## src/logic/ex_pkg.sv

```systemverilog
package ex_pkg;

    localparam int XLEN       = 32;  // data word
    localparam int REG_ADDR_W = 5;   // gpr index

    // execute opcodes, grouped by class
    typedef enum logic [4:0] {
        OR, AND, XOR, NOR,
        SLL, SRL, SRA,
        MOV, MFHI, MFLO, MTHI, MTLO,
        ADD, ADDU, SUB, SUBU, MUL, SLT, SLTU, CLZ, CLO,
        MULT, MULTU, MADD, MADDU, MSUB, MSUBU,
        NOP
    } ex_op_e;

    // which unit supplies the written word
    typedef enum logic [1:0] {
        SEL_ALU,
        SEL_HILO,
        SEL_NONE
    } ex_sel_e;

    typedef struct packed {
        ex_op_e                 op;
        ex_sel_e                sel;
        logic [XLEN-1:0]        src1;    // rs
        logic [XLEN-1:0]        src2;    // rt or immediate
        logic [REG_ADDR_W-1:0]  waddr;
        logic                   reg_we;
    } ex_req_t;

    typedef struct packed {
        logic [REG_ADDR_W-1:0]  waddr;
        logic                   reg_we;
        logic [XLEN-1:0]        data;
        logic                   ovf;     // signed add/sub overflow
    } ex_rsp_t;

    typedef struct packed {
        logic [XLEN-1:0]        data;
        logic                   ovf;
    } alu_out_t;

    typedef enum logic {
        HL_IDLE,
        HL_ACCUM  // product latched, accumulate pending
    } hilo_state_e;

endpackage

```

## src/logic/ex_alu.sv

```systemverilog
`timescale 1ns/1ns

module ex_alu (
    input  ex_pkg::ex_req_t     req_i,
    output ex_pkg::alu_out_t    alu_o
);

    logic [ex_pkg::XLEN-1:0] sum;      // src1 + src2
    logic [ex_pkg::XLEN-1:0] diff;     // src1 - src2
    logic [ex_pkg::XLEN-1:0] prod_lo;  // low word of signed product
    logic [4:0]              shamt;
    logic                    a_msb;
    logic                    b_msb;
    logic                    add_ovf;
    logic                    sub_ovf;
    logic [ex_pkg::XLEN-1:0] res;

    // count of leading bits equal to b, scanning from the msb
    function automatic logic [ex_pkg::XLEN-1:0] lead_count(
        input logic [ex_pkg::XLEN-1:0] w,
        input logic                    b
    );
        logic [ex_pkg::XLEN-1:0] n;
        logic                    run;
        n   = '0;
        run = 1'b1;
        for (int i = ex_pkg::XLEN - 1; i >= 0; i--) begin
            if (run && (w[i] == b)) begin
                n = n + 1'b1;
            end else begin
                run = 1'b0;  // first differing bit ends the run
            end
        end
        return n;
    endfunction

    assign shamt   = req_i.src2[4:0];
    assign sum     = req_i.src1 + req_i.src2;
    assign diff    = req_i.src1 - req_i.src2;
    assign prod_lo = $signed(req_i.src1) * $signed(req_i.src2);

    assign a_msb = req_i.src1[ex_pkg::XLEN-1];
    assign b_msb = req_i.src2[ex_pkg::XLEN-1];

    // same signs in, different sign out
    assign add_ovf = (~a_msb & ~b_msb & sum[ex_pkg::XLEN-1]) |
                     ( a_msb &  b_msb & ~sum[ex_pkg::XLEN-1]);
    // signs differ and result flips away from src1
    assign sub_ovf = (~a_msb &  b_msb & diff[ex_pkg::XLEN-1]) |
                     ( a_msb & ~b_msb & ~diff[ex_pkg::XLEN-1]);

    always_comb begin
        res = '0;
        case (req_i.op)
            ex_pkg::OR: begin
                res = req_i.src1 | req_i.src2;
            end
            ex_pkg::AND: begin
                res = req_i.src1 & req_i.src2;
            end
            ex_pkg::XOR: begin
                res = req_i.src1 ^ req_i.src2;
            end
            ex_pkg::NOR: begin
                res = ~(req_i.src1 | req_i.src2);
            end
            ex_pkg::SLL: begin
                res = req_i.src1 << shamt;
            end
            ex_pkg::SRL: begin
                res = req_i.src1 >> shamt;
            end
            ex_pkg::SRA: begin
                res = $signed(req_i.src1) >>> shamt;  // sign fill
            end
            ex_pkg::MOV: begin
                res = req_i.src1;  // movn/movz condition resolved earlier
            end
            ex_pkg::ADD, ex_pkg::ADDU: begin
                res = sum;
            end
            ex_pkg::SUB, ex_pkg::SUBU: begin
                res = diff;
            end
            ex_pkg::MUL: begin
                res = prod_lo;
            end
            ex_pkg::SLT: begin
                res[0] = $signed(req_i.src1) < $signed(req_i.src2);
            end
            ex_pkg::SLTU: begin
                res[0] = req_i.src1 < req_i.src2;
            end
            ex_pkg::CLZ: begin
                res = lead_count(req_i.src1, 1'b0);
            end
            ex_pkg::CLO: begin
                res = lead_count(req_i.src1, 1'b1);
            end
            default: begin
                res = '0;  // hi/lo ops and nop
            end
        endcase
    end

    assign alu_o.data = res;
    assign alu_o.ovf  = ((req_i.op == ex_pkg::ADD) && add_ovf) ||
                        ((req_i.op == ex_pkg::SUB) && sub_ovf);

endmodule

```

## config.mk

```make
export PLATFORM = sky130hd
export DESIGN_NAME = ex_alu
export DESIGN_NICKNAME = d
export VERILOG_FILES = /design/src/logic/ex_pkg.sv /design/src/logic/ex_alu.sv
export SDC_FILE = /design/constraint.sdc
export NUM_CORES = 2
export LEC_CHECK = 0
export ABC_AREA = 1
export ABC_CLOCK_PERIOD_IN_PS = 35600
export BUFFER_PORTS_ARGS = -buffer_cell sky130_fd_sc_hd__buf_2
export CORE_ASPECT_RATIO = 1.1
export CORE_UTILIZATION = 30
export DETAILED_ROUTE_END_ITERATION = 10
export GPL_ROUTABILITY_DRIVEN = 0
export PLACE_DENSITY_LB_ADDON = 0.25
export SLEW_MARGIN = 20
export SYNTH_ARGS = -nofsm -noshare
export SYNTH_HDL_FRONTEND = slang
export SYNTH_SLANG_ARGS = --single-unit
```

## constraint.sdc

```tcl
create_clock -name vclk -period 35.6
set_clock_uncertainty 0.05 [all_clocks]
set_input_delay 7.12 -clock vclk [all_inputs]
set_output_delay 7.12 -clock vclk [all_outputs]
set_load 0.01 [all_outputs]
```

==> qor.yml <==
required_ns: 28.43
crit_type: "in2out"
critical_path.endpoint: "alu_o[7]"
syn_nets: 5856
core_area_um2: 104000
yosys_warnings: 0
drtIter0Drc: 2284
crit_slowest_cell: "a21oi_1"
ys_seq_area_share_pct: 0
yosysTopAreaCellShare_pct: 25.9
dpl.cell_count: 6407
nFlopsAndLatches: 0
yosys.cell_count.top_type: "nand2_1"
drive_gt1_share_pct: 7.09
grt_pass1_wl_um: 182000
antenna_left: 0
cp_num_buf_inv: 17
cp-end-kind: "output port"
antenna_found_initial: 16
critPathMaxStageDelay_ns: 0.41
first_pass_iters: 6
yosys-top-cells-area: "fa_1 (26%), nand2_1 (15%), inv_1 (14%)"
num-nets-final: 5816
dieArea_um2: 107000
clkbuf_count: 0
row_count: 124
critPathMostFrequentCell: "ha_1"
syn_area_um2: 31700
overflow: 0
fin_crit_ns: 32.34
worstMarginPinSlew_ns: 1.24
wl_um: 118000
start_kind: "input pin"
dp_hpwl_um: 93800
grt_pass1_vias: 31300
period_share_pct: 90.8
hold_violations: 0
fp.dieW_um: 312
cp_data_arrival_time_ns: 25.17
outcome: "finished, final reports clean"
crit_start: "req_i[69]"
postCtsHoldBufs: 0
yosys.area.top_type: "fa_1"
vias: 31800
ioPinCount: 110
hold_class: "in2out"
rsz0062_at_grt: "false"
setup_viol: 0
drcViolationCount: 0
fin_tns_setup_ns: 0
relSlewSlack_pct: 15.5
vias_per_cell: 4.96
critPathTopFamily: "adder cells"
synth_cell_types: 57
area_growth_pct: 5.65
post_synth_inst_count: 5063
die_h_um: 343
seqCellArea_um2: 0
port_buffers: 102
initial_core_util_pct: 30.4
max_freq_ghz: 0.0309
cts_setup_buffers: 0
fillers: 11700
finalMaxSlewViolations: 0
avgSynthCellArea_um2: 6.26
path_depth: 105
grt_max_degree: 71
wire_per_inst_um: 18.3
instances_no_fill: 6409
grt.total_usage_pct: 21.9
cts_resized: 0
cap_violations: 0
ys_top_cells_by_count: "nand2_1 (1300), inv_1 (1170), fa_1 (410), nor2_1 (377), ha_1 (306)"
crit_fanout: 11
## layout make-up
| class | instances | area [µm²] | area share, % |
|---|---|---|---|
| Antenna cell | 2 | 5.00 | 0.0150 |
| Inverter | 1219 | 4580 | 13.7 |
| Multi-Input combinational cell | 3649 | 26300 | 78.4 |
| Tap cell | 1386 | 1730 | 5.18 |
| Timing Repair Buffer | 153 | 893 | 2.67 |
## per-stage QoR
step                hold WS [ns]  cell area, µm²  worst slack (ns)  util [%]
floorplan                  14.36           31700              5.17         -
global placement           14.70           33500              3.46      32.1
detailed placement         14.69           33500              3.38      32.1
CTS                        14.70           33500              3.31      32.1
global route               14.70           33500              1.87      32.1
finish                     14.69           33500              3.26      32.1
## layer usage
metal / share of wire (%) / GRT usage [%]
met5: 0.10 / 0
met4: 4.3 / 7.77
met3: 5.5 / 1.74
met2: 47 / 38.6
met1: 43 / 27.9
## cells in the final DEF, fill, tap and decap left out, drive strengths merged, types with 14 or more instances in the layout
cell and count:
nand2 1333, inv 1213, nor2 435, fa 410, ha 306, nand3 287
o21ai 242, a21oi 204, buf 153, nand4 62, xor2 40, xnor2 38
o22ai 31, or2 27, nor3 25, o221ai 24, o2111ai 20, a221oi 19
a2111oi 17, and2 16, a211oi 16, o21bai 14
## cells by family (layout without fill, tap and decap cells)
| logic type | Yosys count | in the layout | synth area share (%) |
|---|---|---|---|
| other | 0 | 2 | 0 |
| adder cells (fa/ha/maj) | 716 | 716 | 38.0 |
| buffers and inverters | 1414 | 1372 | 17.1 |
| XOR/XNOR | 78 | 78 | 2.16 |
| multiplexers | 7 | 7 | 0.221 |
| AND/OR/NAND/NOR | 2200 | 2200 | 30.4 |
| AO/OA/AOI/OAI | 648 | 648 | 12.1 |
## worst min-delay path by stage
stage,from,endpoint,cells past startpoint
2_1_floorplan,req_i[74],alu_o[0],2
3_3_place_gp,req_i[74],alu_o[0],4
3_5_place_dp,req_i[74],alu_o[0],4
4_1_cts,req_i[74],alu_o[0],4
5_1_grt,req_i[74],alu_o[0],4
6_report,req_i[74],alu_o[0],4
