===== config.mk =====
export PLATFORM = sky130hd
export DESIGN_NAME = ex_retire
export DESIGN_NICKNAME = d
export VERILOG_FILES = /design/src/logic/ex_pkg.sv /design/src/logic/ex_retire.sv
export SDC_FILE = /design/constraint.sdc
export NUM_CORES = 1
export LEC_CHECK = 0
export BUFFER_PORTS_ARGS = -buffer_cell sky130_fd_sc_hd__buf_4
export CORE_MARGIN = 4
export CORE_UTILIZATION = 33
export DETAILED_ROUTE_END_ITERATION = 10
export PLACE_DENSITY = 0.87
export SLEW_MARGIN = 10
export SYNTH_ARGS = -nofsm -noshare
export SYNTH_HDL_FRONTEND = slang
export SYNTH_SLANG_ARGS = --single-unit

===== constraint.sdc =====
create_clock -name clk_i -period 4.05 [get_ports clk_i]
set_input_delay 0.405 -clock clk_i [delete_from_list [all_inputs] [get_ports clk_i]]
set_output_delay 0.405 -clock clk_i [all_outputs]
set_load 0.02 [all_outputs]

===== src/logic/ex_pkg.sv =====
package ex_pkg;

    localparam int XLEN       = 32;  // data word
    localparam int REG_ADDR_W = 5;   // gpr index

    // execute opcodes, grouped by class
    typedef enum logic [4:0] {
        OR, AND, XOR, NOR,
        SLL, SRL, SRA,
        MOV, MFHI, MFLO, MTHI, MTLO,
        ADD, ADDU, SUB, SUBU, MUL, SLT, SLTU, CLZ, CLO,
        MULT, MULTU, MADD, MADDU, MSUB, MSUBU,
        NOP
    } ex_op_e;

    // which unit supplies the written word
    typedef enum logic [1:0] {
        SEL_ALU,
        SEL_HILO,
        SEL_NONE
    } ex_sel_e;

    typedef struct packed {
        ex_op_e                 op;
        ex_sel_e                sel;
        logic [XLEN-1:0]        src1;    // rs
        logic [XLEN-1:0]        src2;    // rt or immediate
        logic [REG_ADDR_W-1:0]  waddr;
        logic                   reg_we;
    } ex_req_t;

    typedef struct packed {
        logic [REG_ADDR_W-1:0]  waddr;
        logic                   reg_we;
        logic [XLEN-1:0]        data;
        logic                   ovf;     // signed add/sub overflow
    } ex_rsp_t;

    typedef struct packed {
        logic [XLEN-1:0]        data;
        logic                   ovf;
    } alu_out_t;

    typedef enum logic {
        HL_IDLE,
        HL_ACCUM  // product latched, accumulate pending
    } hilo_state_e;

endpackage


===== src/logic/ex_retire.sv =====
`timescale 1ns/1ns

module ex_retire (
    input  logic                        clk_i,
    input  logic                        rst_n_i,
    input  logic                        req_valid_i,
    input  ex_pkg::ex_req_t             req_i,
    output logic                        req_ready_o,
    input  ex_pkg::alu_out_t            alu_i,
    input  logic [ex_pkg::XLEN-1:0]     hilo_data_i,
    input  logic                        busy_i,
    input  logic                        defer_i,
    input  logic                        done_i,
    output logic                        issue_o,
    output logic                        slot_free_o,
    output logic                        rsp_valid_o,
    output ex_pkg::ex_rsp_t             rsp_o,
    input  logic                        rsp_ready_i
);

    ex_pkg::ex_rsp_t                    rsp_q;
    ex_pkg::ex_rsp_t                    rsp_d;
    logic                               rsp_valid_q;
    logic                               load;
    logic [ex_pkg::REG_ADDR_W-1:0]      pend_waddr_q;  // deferred op destination
    logic                               pend_we_q;

    assign slot_free_o = !rsp_valid_q || rsp_ready_i;  // empty or draining
    assign req_ready_o = slot_free_o && !busy_i;
    assign issue_o     = req_valid_i && req_ready_o;
    assign load        = (issue_o && !defer_i) || done_i;

    always_comb begin
        rsp_d = '0;
        if (done_i) begin
            rsp_d.waddr  = pend_waddr_q;  // accumulate completes, no data
            rsp_d.reg_we = pend_we_q;
        end else begin
            rsp_d.waddr  = req_i.waddr;
            rsp_d.reg_we = req_i.reg_we && !alu_i.ovf;  // drop write on overflow
            rsp_d.ovf    = alu_i.ovf;
            case (req_i.sel)
                ex_pkg::SEL_ALU:  rsp_d.data = alu_i.data;
                ex_pkg::SEL_HILO: rsp_d.data = hilo_data_i;
                default:          rsp_d.data = '0;
            endcase
        end
    end

    always_ff @(posedge clk_i) begin
        if (!rst_n_i) begin
            rsp_valid_q <= 1'b0;
        end else if (load) begin
            rsp_valid_q <= 1'b1;
        end else if (rsp_ready_i) begin
            rsp_valid_q <= 1'b0;
        end
    end

    always_ff @(posedge clk_i) begin
        if (load) begin
            rsp_q <= rsp_d;
        end
        if (issue_o && defer_i) begin
            pend_waddr_q <= req_i.waddr;
            pend_we_q    <= req_i.reg_we;
        end
    end

    assign rsp_valid_o = rsp_valid_q;
    assign rsp_o       = rsp_q;

endmodule


==> results of run 1 <==
## placed cells by master, fill, tap and decap left out, drive strengths merged
| cell | count |
|---|---|
| inv | 2 |
| clkinv | 2 |
| nand2 | 1 |
| o31a | 1 |
| mux2i | 32 |
| dfxtp | 1 |
| nor3b | 2 |
| o21ai | 1 |
| buf | 123 |
| or2 | 1 |
| o31ai | 1 |
| nor2b | 2 |
| edfxtp | 45 |
| clkbuf | 6 |
| nor2 | 34 |
| nand2b | 2 |
| mux2 | 5 |
## critical path: cells and delay by family (launching register included)
kind / cells / cell delay [ns]
compound gates: 1 / 0.58
buf+inv: 1 / 0.45
flops: 1 / 0.31
simple gates: 1 / 0.20
## metal layers
metal | vias up | global-route usage, %
met3 | 2 | 6.18
met2 | 80 | 22.5
met4 | 0 | 2.97
li1 | 740 | -
met5 | - | 0
met1 | 691 | 12.8
## sequential cells by signal (all words and copies together), names as in the netlist
signal,flops
rsp_o,39
pend_waddr_q,5
pend_we_q,1
rsp_valid_o,1
## stage by stage
| step | std cells | instance area [um^2] | hold slack [ns] |
|---|---|---|---|
| floorplan | 139 | 2050 | 0.500 |
| global placement | 328 | 2990 | 0.508 |
| detailed placement | 328 | 2990 | 0.540 |
| CTS | 336 | 3070 | 0.280 |
| global route | 336 | 3070 | 0.274 |
| finish | 336 | 3070 | 0.294 |
## logic make-up (layout without fill, tap and decap cells)
kind of cell	after synthesis	in the layout	share of synthesized area, %
simple gates	42	42	8.91
buf+inv	11	133	4.82
mux	37	37	18.4
flops	46	46	66.9
compound gates	3	3	1.04
## worst paths after layout
path / endpoint / slack [ns] / cells after the start
min reg2reg: rsp_o[33] / 0.55 / 2
max: rsp_o[30] / 2.16 / 3
max reg2reg: rsp_o[30] / 2.16 / 3
min: pend_waddr_q[3] / 0.29 / 1
## layout make-up
cell class	count	area (um^2)	share of cell area, %
clock buffers	6	72.6	2.36
clock inverters	2	10.0	0.326
inverters	2	7.51	0.244
multi-input cells	82	594	19.3
flip-flops and latches	46	1370	44.6
well taps	75	93.8	3.05
repair buffers	123	923	30.0
## power groups by stage
stage | registers (mW) | logic, mW | clock network, mW
2_1_floorplan | 0.609 | 0.0636 | 0
3_3_place_gp | 0.572 | 0.203 | 0
3_5_place_dp | 0.574 | 0.207 | 0
4_1_cts | 0.563 | 0.208 | 0.279
5_1_grt | 0.565 | 0.220 | 0.295
6_report | 0.562 | 0.204 | 0.266
==> metrics.log, run 1 <==
INFO  metric setup_violations = 0
INFO  metric critical_path_required = 4.01 ns
INFO  metric wirelength_met1 = 1730 um
INFO  metric finalMaxSlewViolations = 0
INFO  metric rsz_0062_raised_after_global_routing = false
INFO  metric post_synth_most_frequent_cells = sky130_fd_sc_hd__edfxtp_1, sky130_fd_sc_hd__mux2i_1, sky130_fd_sc_hd__nor2_1
INFO  metric path_cells = nor2b_1 -> o31ai_4 -> buf_4
INFO  metric critPathMaxStageDelay = 0.58 ns
INFO  metric worst_slack = 2.16 ns
INFO  metric worst_ep_arrival_time = 1.85 ns
INFO  metric post-cts-setup-buffers = 0
INFO  metric gp_routability_congestion = 0.641
INFO  metric fin_nets = 409
INFO  metric total_power = 1.03 mW
INFO  metric chipWidth = 86.8 um
INFO  metric leakage = 1.42 nW
INFO  metric synth.largest_area_cell = sky130_fd_sc_hd__edfxtp_1
INFO  metric setup.worst_path.start_class = flip-flop
INFO  metric finClkSkew = 0.00385 ns
INFO  metric grt_max_degree = 33
INFO  metric synthMostInstantiatedCell = sky130_fd_sc_hd__edfxtp_1
INFO  metric synth_area_per_cell = 14.8 um^2
INFO  metric syn_inst = 139
INFO  metric synth_nets = 288
INFO  metric p_sw_share = 24.3%
INFO  metric power.share.sequential = 54.5%
INFO  metric fill_cell_instance_count_of_the_final_layout = 542
INFO  metric synth_sequential_area_ratio = 66.9%
INFO  metric std_cell_rows = 28
INFO  metric cts_buf_count = 5
INFO  metric topRoutingLayerUsed = met4
INFO  metric die-height = 86.8 um
INFO  metric relSlewSlack = 39.0%
INFO  metric cts_tree = built
INFO  metric via_count = 1513
INFO  metric synth_area_leaders = sky130_fd_sc_hd__edfxtp_1, sky130_fd_sc_hd__mux2i_1, sky130_fd_sc_hd__nor2_1
INFO  metric initial_antenna_violation_count = 0
INFO  metric power.clock.fraction = 25.8%
INFO  metric gr-usage-all-layers = 12.5%
INFO  metric hold_path_class = input port to flip-flop
INFO  metric drc_errors = 0
INFO  metric critPathCaptureType = flip-flop
INFO  metric clock_tree_sinks = 46
INFO  metric top_flip_flop_cell_by_instance_count_after_synthesis = sky130_fd_sc_hd__edfxtp_1
INFO  metric buffer_ports.inserted = 122
INFO  metric floorplan.core_area = 5990 um^2
INFO  metric worst-setup-path-type = flip-flop to flip-flop
INFO  metric drtPass1Iterations = 3
INFO  metric globalRouteOverflowTotal = 0
INFO  metric worst_pin_slew = 0.913 ns
INFO  metric ctsLongestPathBuffers = 2
INFO  metric timing.fmax = 529 MHz
INFO  metric postCtsResizedCells = 0
INFO  metric final_layout_size_suffix_gt1_share = 53.3%
INFO  metric dp_hpwl = 3850 um
INFO  metric io_pins = 192
INFO  metric critical-path-slowest-cell = sky130_fd_sc_hd__o31ai_4
INFO  metric grt_pass1_vias = 1554
INFO  metric drt_iter0_drc = 33
INFO  metric synth.ff_latch_count = 46
INFO  metric power-per-cell-area = 336 nW/um^2
INFO  metric clk_root_buffer_cell = sky130_fd_sc_hd__clkbuf_8
INFO  metric postCtsHoldBufs = 0
INFO  metric timing_startpoint_of_the_critical_path = rsp_valid_o
INFO  metric postRouteAntennaNets = 0
INFO  metric htree_levels = 2
INFO  metric total_number_of_yosys_warnings = 0
INFO  metric power.switching = 0.251 mW
INFO  metric source_to_sink_clock_delay_at_the_later_pin_of_the_worst_skew_pair = 0.29 ns
INFO  metric worstReg2RegStart = rsp_valid_o
INFO  metric count_of_flip_flops_with_a_built_in_enable_after_synthesis = 45
INFO  metric post_synth_arst_share = 0%
INFO  metric path_max_fanout = 28
INFO  metric internal-power = 0.781 mW
INFO  metric post_synth_num_cell_types = 18
INFO  metric post-place-ws = 1.93 ns
INFO  metric drt-wirelength-per-cell = 14.4 um
INFO  metric final_hold_viol_count = 0
INFO  metric grt_first_pass_wirelength = 7250 um
INFO  metric period_share = 46.6%
INFO  metric totalNegativeSetupSlack = 0 ns
INFO  metric final_core_utilization = 51.3%
INFO  metric synth.top_cell.area_share = 65.9%
INFO  metric vias_per_cell = 4.50
INFO  metric clk_pin_slew = 0.08 ns
INFO  metric ant_diodes = 0
INFO  metric hold_path_startpoint = req_i[4]
INFO  metric floorplan.initialDensity = 34.2%
INFO  metric synthesis_to_finish_area_growth = 49.8%
INFO  metric dr_wl_met2 = 2450 um
INFO  metric met3WireLength = 634 um
INFO  metric irDropWorstVdd = 0.173 mV
INFO  metric power.share.combinational = 19.7%
INFO  metric max_cap_viol_count = 0
INFO  metric run_status = completed
INFO  metric totalWireLength = 4830 um
INFO  metric syn_area = 2050 um^2
INFO  metric layout_min_cycle_time = 1.89 ns
INFO  metric die_area = 7540 um^2
Note: power is estimated with default switching activity, not from simulation.
==> inputs of run 2 (changes only) <==
- clock period: 4.05 -> 1.6 ns (I/O delays scaled with it)
==> run 2 against run 1 <==
Total power rose to 2.7 times the previous value. Final cell count rose by 1.8%. Critical endpoint is now rsp_o[10]. Largest cell class unchanged. Sequential power rose to 2.5 times the previous value. Combinational power rose to 2.7 times the previous value. Highest routed layer unchanged. Via count rose by 2.3%. Sequential share of layout area fell by 1.7 points. First-iteration DRC count rose by 33%. Non-clock buffer count rose by 6. Design area rose by 3.9%. Count of clock-buffer cells in the layout fell by 1. Largest power group unchanged.
==> metrics.log, run 2 (same netlist as run 1, synthesis figures left out) <==
INFO  metric setup.worst_path.start_class = flip-flop
INFO  metric io_pins = 192 (unchanged)
INFO  metric final_hold_viol_count = 0 (unchanged)
INFO  metric irDropWorstVdd = 0.393 mV (+130%)
INFO  metric final_layout_size_suffix_gt1_share = 55.1% (+1.8 points)
INFO  metric initial_antenna_violation_count = 0 (unchanged)
INFO  metric post-cts-setup-buffers = 0 (unchanged)
INFO  metric relSlewSlack = 79.6% (+41 points)
INFO  metric ctsLongestPathBuffers = 2 (unchanged)
INFO  metric finClkSkew = 0.00628 ns (+0.00243 ns)
INFO  metric power.switching = 0.664 mW (+160%)
INFO  metric totalWireLength = 4840 um (+0.21%)
INFO  metric number_of_flip_flops_under_the_largest_register_name = 39 (unchanged)
INFO  metric die-height = 86.8 um (unchanged)
INFO  metric drc_errors = 0 (unchanged)
INFO  metric drtPass1Iterations = 4 (+1)
INFO  metric floorplan.initialDensity = 34.2% (unchanged)
INFO  metric finalHoldWorstSlack = 0.0457 ns (-0.248 ns)
INFO  metric htree_levels = 2 (unchanged)
INFO  metric worst_hold_path.num_cells = 1 (unchanged)
INFO  metric power-per-cell-area = 885 nW/um^2 (+160%)
INFO  metric critical_path_required = 1.60 ns (-2.41 ns)
INFO  metric path_max_fanout = 21 (-25%)
INFO  metric dp.cells = 334 (+1.8%)
INFO  metric chipWidth = 86.8 um (unchanged)
INFO  metric power.share.sequential = 50.3% (-4.2 points)
INFO  metric multi_input_area = 602 um^2 (+1.3%)
INFO  metric clk_root_buffer_cell = sky130_fd_sc_hd__clkbuf_8
INFO  metric instances_no_fill = 342 (+1.8%)
INFO  metric buffer_ports.inserted = 122 (unchanged)
INFO  metric clock_tree_sinks = 46 (unchanged)
INFO  metric globalRouteOverflowTotal = 0 (unchanged)
INFO  metric vias_per_cell = 4.53 (+0.52%)
INFO  metric worst_pin_slew = 0.307 ns (-0.606 ns)
INFO  metric internal-power = 2.16 mW (+180%)
INFO  metric dp_hpwl = 3900 um (+1.1%)
INFO  metric worst-setup-path-type = flip-flop to flip-flop
INFO  metric leakage = 1.48 nW (+4.2%)
INFO  metric grt_max_degree = 27 (-18%)
INFO  metric totalNegativeSetupSlack = 0 ns (unchanged)
INFO  metric grt_pass1_vias = 1650 (+6.2%)
INFO  metric commonest_non_fill_non_tap_cell_in_the_layout = sky130_fd_sc_hd__buf_4
INFO  metric fill_cell_instance_count_of_the_final_layout = 537 (-0.92%)
INFO  metric source_to_sink_clock_delay_at_the_later_pin_of_the_worst_skew_pair = 0.29 ns (about the same)
INFO  metric gp_routability_congestion = 0.658 (+2.8%)
INFO  metric synthesis_to_finish_area_growth = 55.8%
INFO  metric run_status = completed
INFO  metric critical-path-slowest-cell = sky130_fd_sc_hd__dfxtp_2
INFO  metric critPathCaptureType = flip-flop
INFO  metric period_share = 79.3% (+33 points)
INFO  metric finalMaxSlewViolations = 0 (unchanged)
INFO  metric std_cell_rows = 28 (unchanged)
INFO  metric cts_tree = built
INFO  metric cts_buf_count = 5 (unchanged)
INFO  metric power.clock.fraction = 30.5% (+4.7 points)
INFO  metric sequential_cell_area = 1370 um^2 (about the same)
INFO  metric critPathMaxStageDelay = 0.33 ns (-0.25 ns)
INFO  metric postRouteAntennaNets = 0 (unchanged)
INFO  metric power.share.combinational = 19.2% (-0.5 points)
INFO  metric via_count = 1548 (+2.3%)
INFO  metric ant_diodes = 0 (unchanged)
INFO  metric setup_violations = 0 (unchanged)
INFO  metric gr-usage-all-layers = 13.0% (+0.52 points)
INFO  metric timing.fmax = 788 MHz (+49%)
INFO  metric layout_min_cycle_time = 1.27 ns (-0.620 ns)
INFO  metric path_cells = nor2b_4 -> o31ai_4 -> buf_12
INFO  metric rsz_0062_raised_after_global_routing = false
INFO  metric layout_common_cells = sky130_fd_sc_hd__buf_4, sky130_fd_sc_hd__edfxtp_1, sky130_fd_sc_hd__nor2_1, sky130_fd_sc_hd__mux2i_1
INFO  metric r2r_cell_count = 3 (unchanged)
INFO  metric postCtsResizedCells = 0 (unchanged)
INFO  metric drt_iter0_drc = 44 (+33%)
INFO  metric floorplan.core_area = 5990 um^2 (unchanged)
INFO  metric p_sw_share = 23.5% (-0.85 points)
INFO  metric die_area = 7540 um^2 (unchanged)
INFO  metric postCtsHoldBufs = 0 (unchanged)
INFO  metric hold_path_class = input port to flip-flop
INFO  metric worst_ep_arrival_time = 1.27 ns (-0.58 ns)
INFO  metric grt_first_pass_wirelength = 7570 um (+4.4%)
INFO  metric drt-wirelength-per-cell = 14.1 um (-1.6%)
INFO  metric fin_nets = 415 (+1.5%)
INFO  metric clk_pin_slew = 0.09 ns (about the same)
INFO  metric max_cap_viol_count = 0 (unchanged)
-- run 2: power by group through the flow --
| stage | Sequential [mW] | Clock (mW) | Combinational (mW) |
|---|---|---|---|
| final | 1.42 | 0.862 | 0.543 |
| after global routing | 1.43 | 0.944 | 0.587 |
| after CTS | 1.42 | 0.898 | 0.553 |
| after detailed placement | 1.45 | 0 | 0.551 |
| after global placement | 1.45 | 0 | 0.541 |
| after floorplan | 1.54 | 0 | 0.166 |
-- run 2: path summary, 6_finish.rpt --
path | from | to | slack (ns)
worst min register to register | pend_we_q | rsp_o[33] | 0.54
worst max-delay path | rsp_valid_o | rsp_o[10] | 0.33
worst min-delay path | req_i[2] | pend_waddr_q[1] | 0.05
worst max register to register | rsp_valid_o | rsp_o[10] | 0.33
-- run 2: final cells by class --
class | instances | share of cell area, %
multi-input cells | 82 | 18.8
flip-flops and latches | 46 | 43.0
well taps | 75 | 2.94
clock buffers | 5 | 2.15
inverters | 2 | 0.235
repair buffers | 129 | 31.5
clock inverters | 3 | 1.37
-- run 2: metal layers --
metal	up-vias	GRT usage [%]	share of wire, %	wire (um)
li1	752	-	-	-
met1	708	14.5	37	1770
met2	83	22.5	50	2420
met3	5	5.99	13	609
met4	0	2.97	0.79	38
met5	-	0	0	0
-- run 2: metrics by stage --
stage / total power, mW / worst slack [ns] / util [%] / cell area (um^2)
2_1_floorplan: 1.71 / -0.344 / - / 2070
6_report: 2.83 / 0.332 / 53.3 / 3190
5_1_grt: 2.96 / 0.247 / 53.3 / 3190
3_5_place_dp: 2.00 / 0.228 / 51.4 / 3080
3_3_place_gp: 1.99 / 0.266 / 51.4 / 3080
4_1_cts: 2.87 / 0.322 / 53.3 / 3190
-- run 2: worst max-delay path: cells and delay by family, from the launching register on --
family          cells  cell delay (ns)
simple gates        1             0.14
flops               1             0.33
buf+inv             1             0.22
compound gates      1             0.28
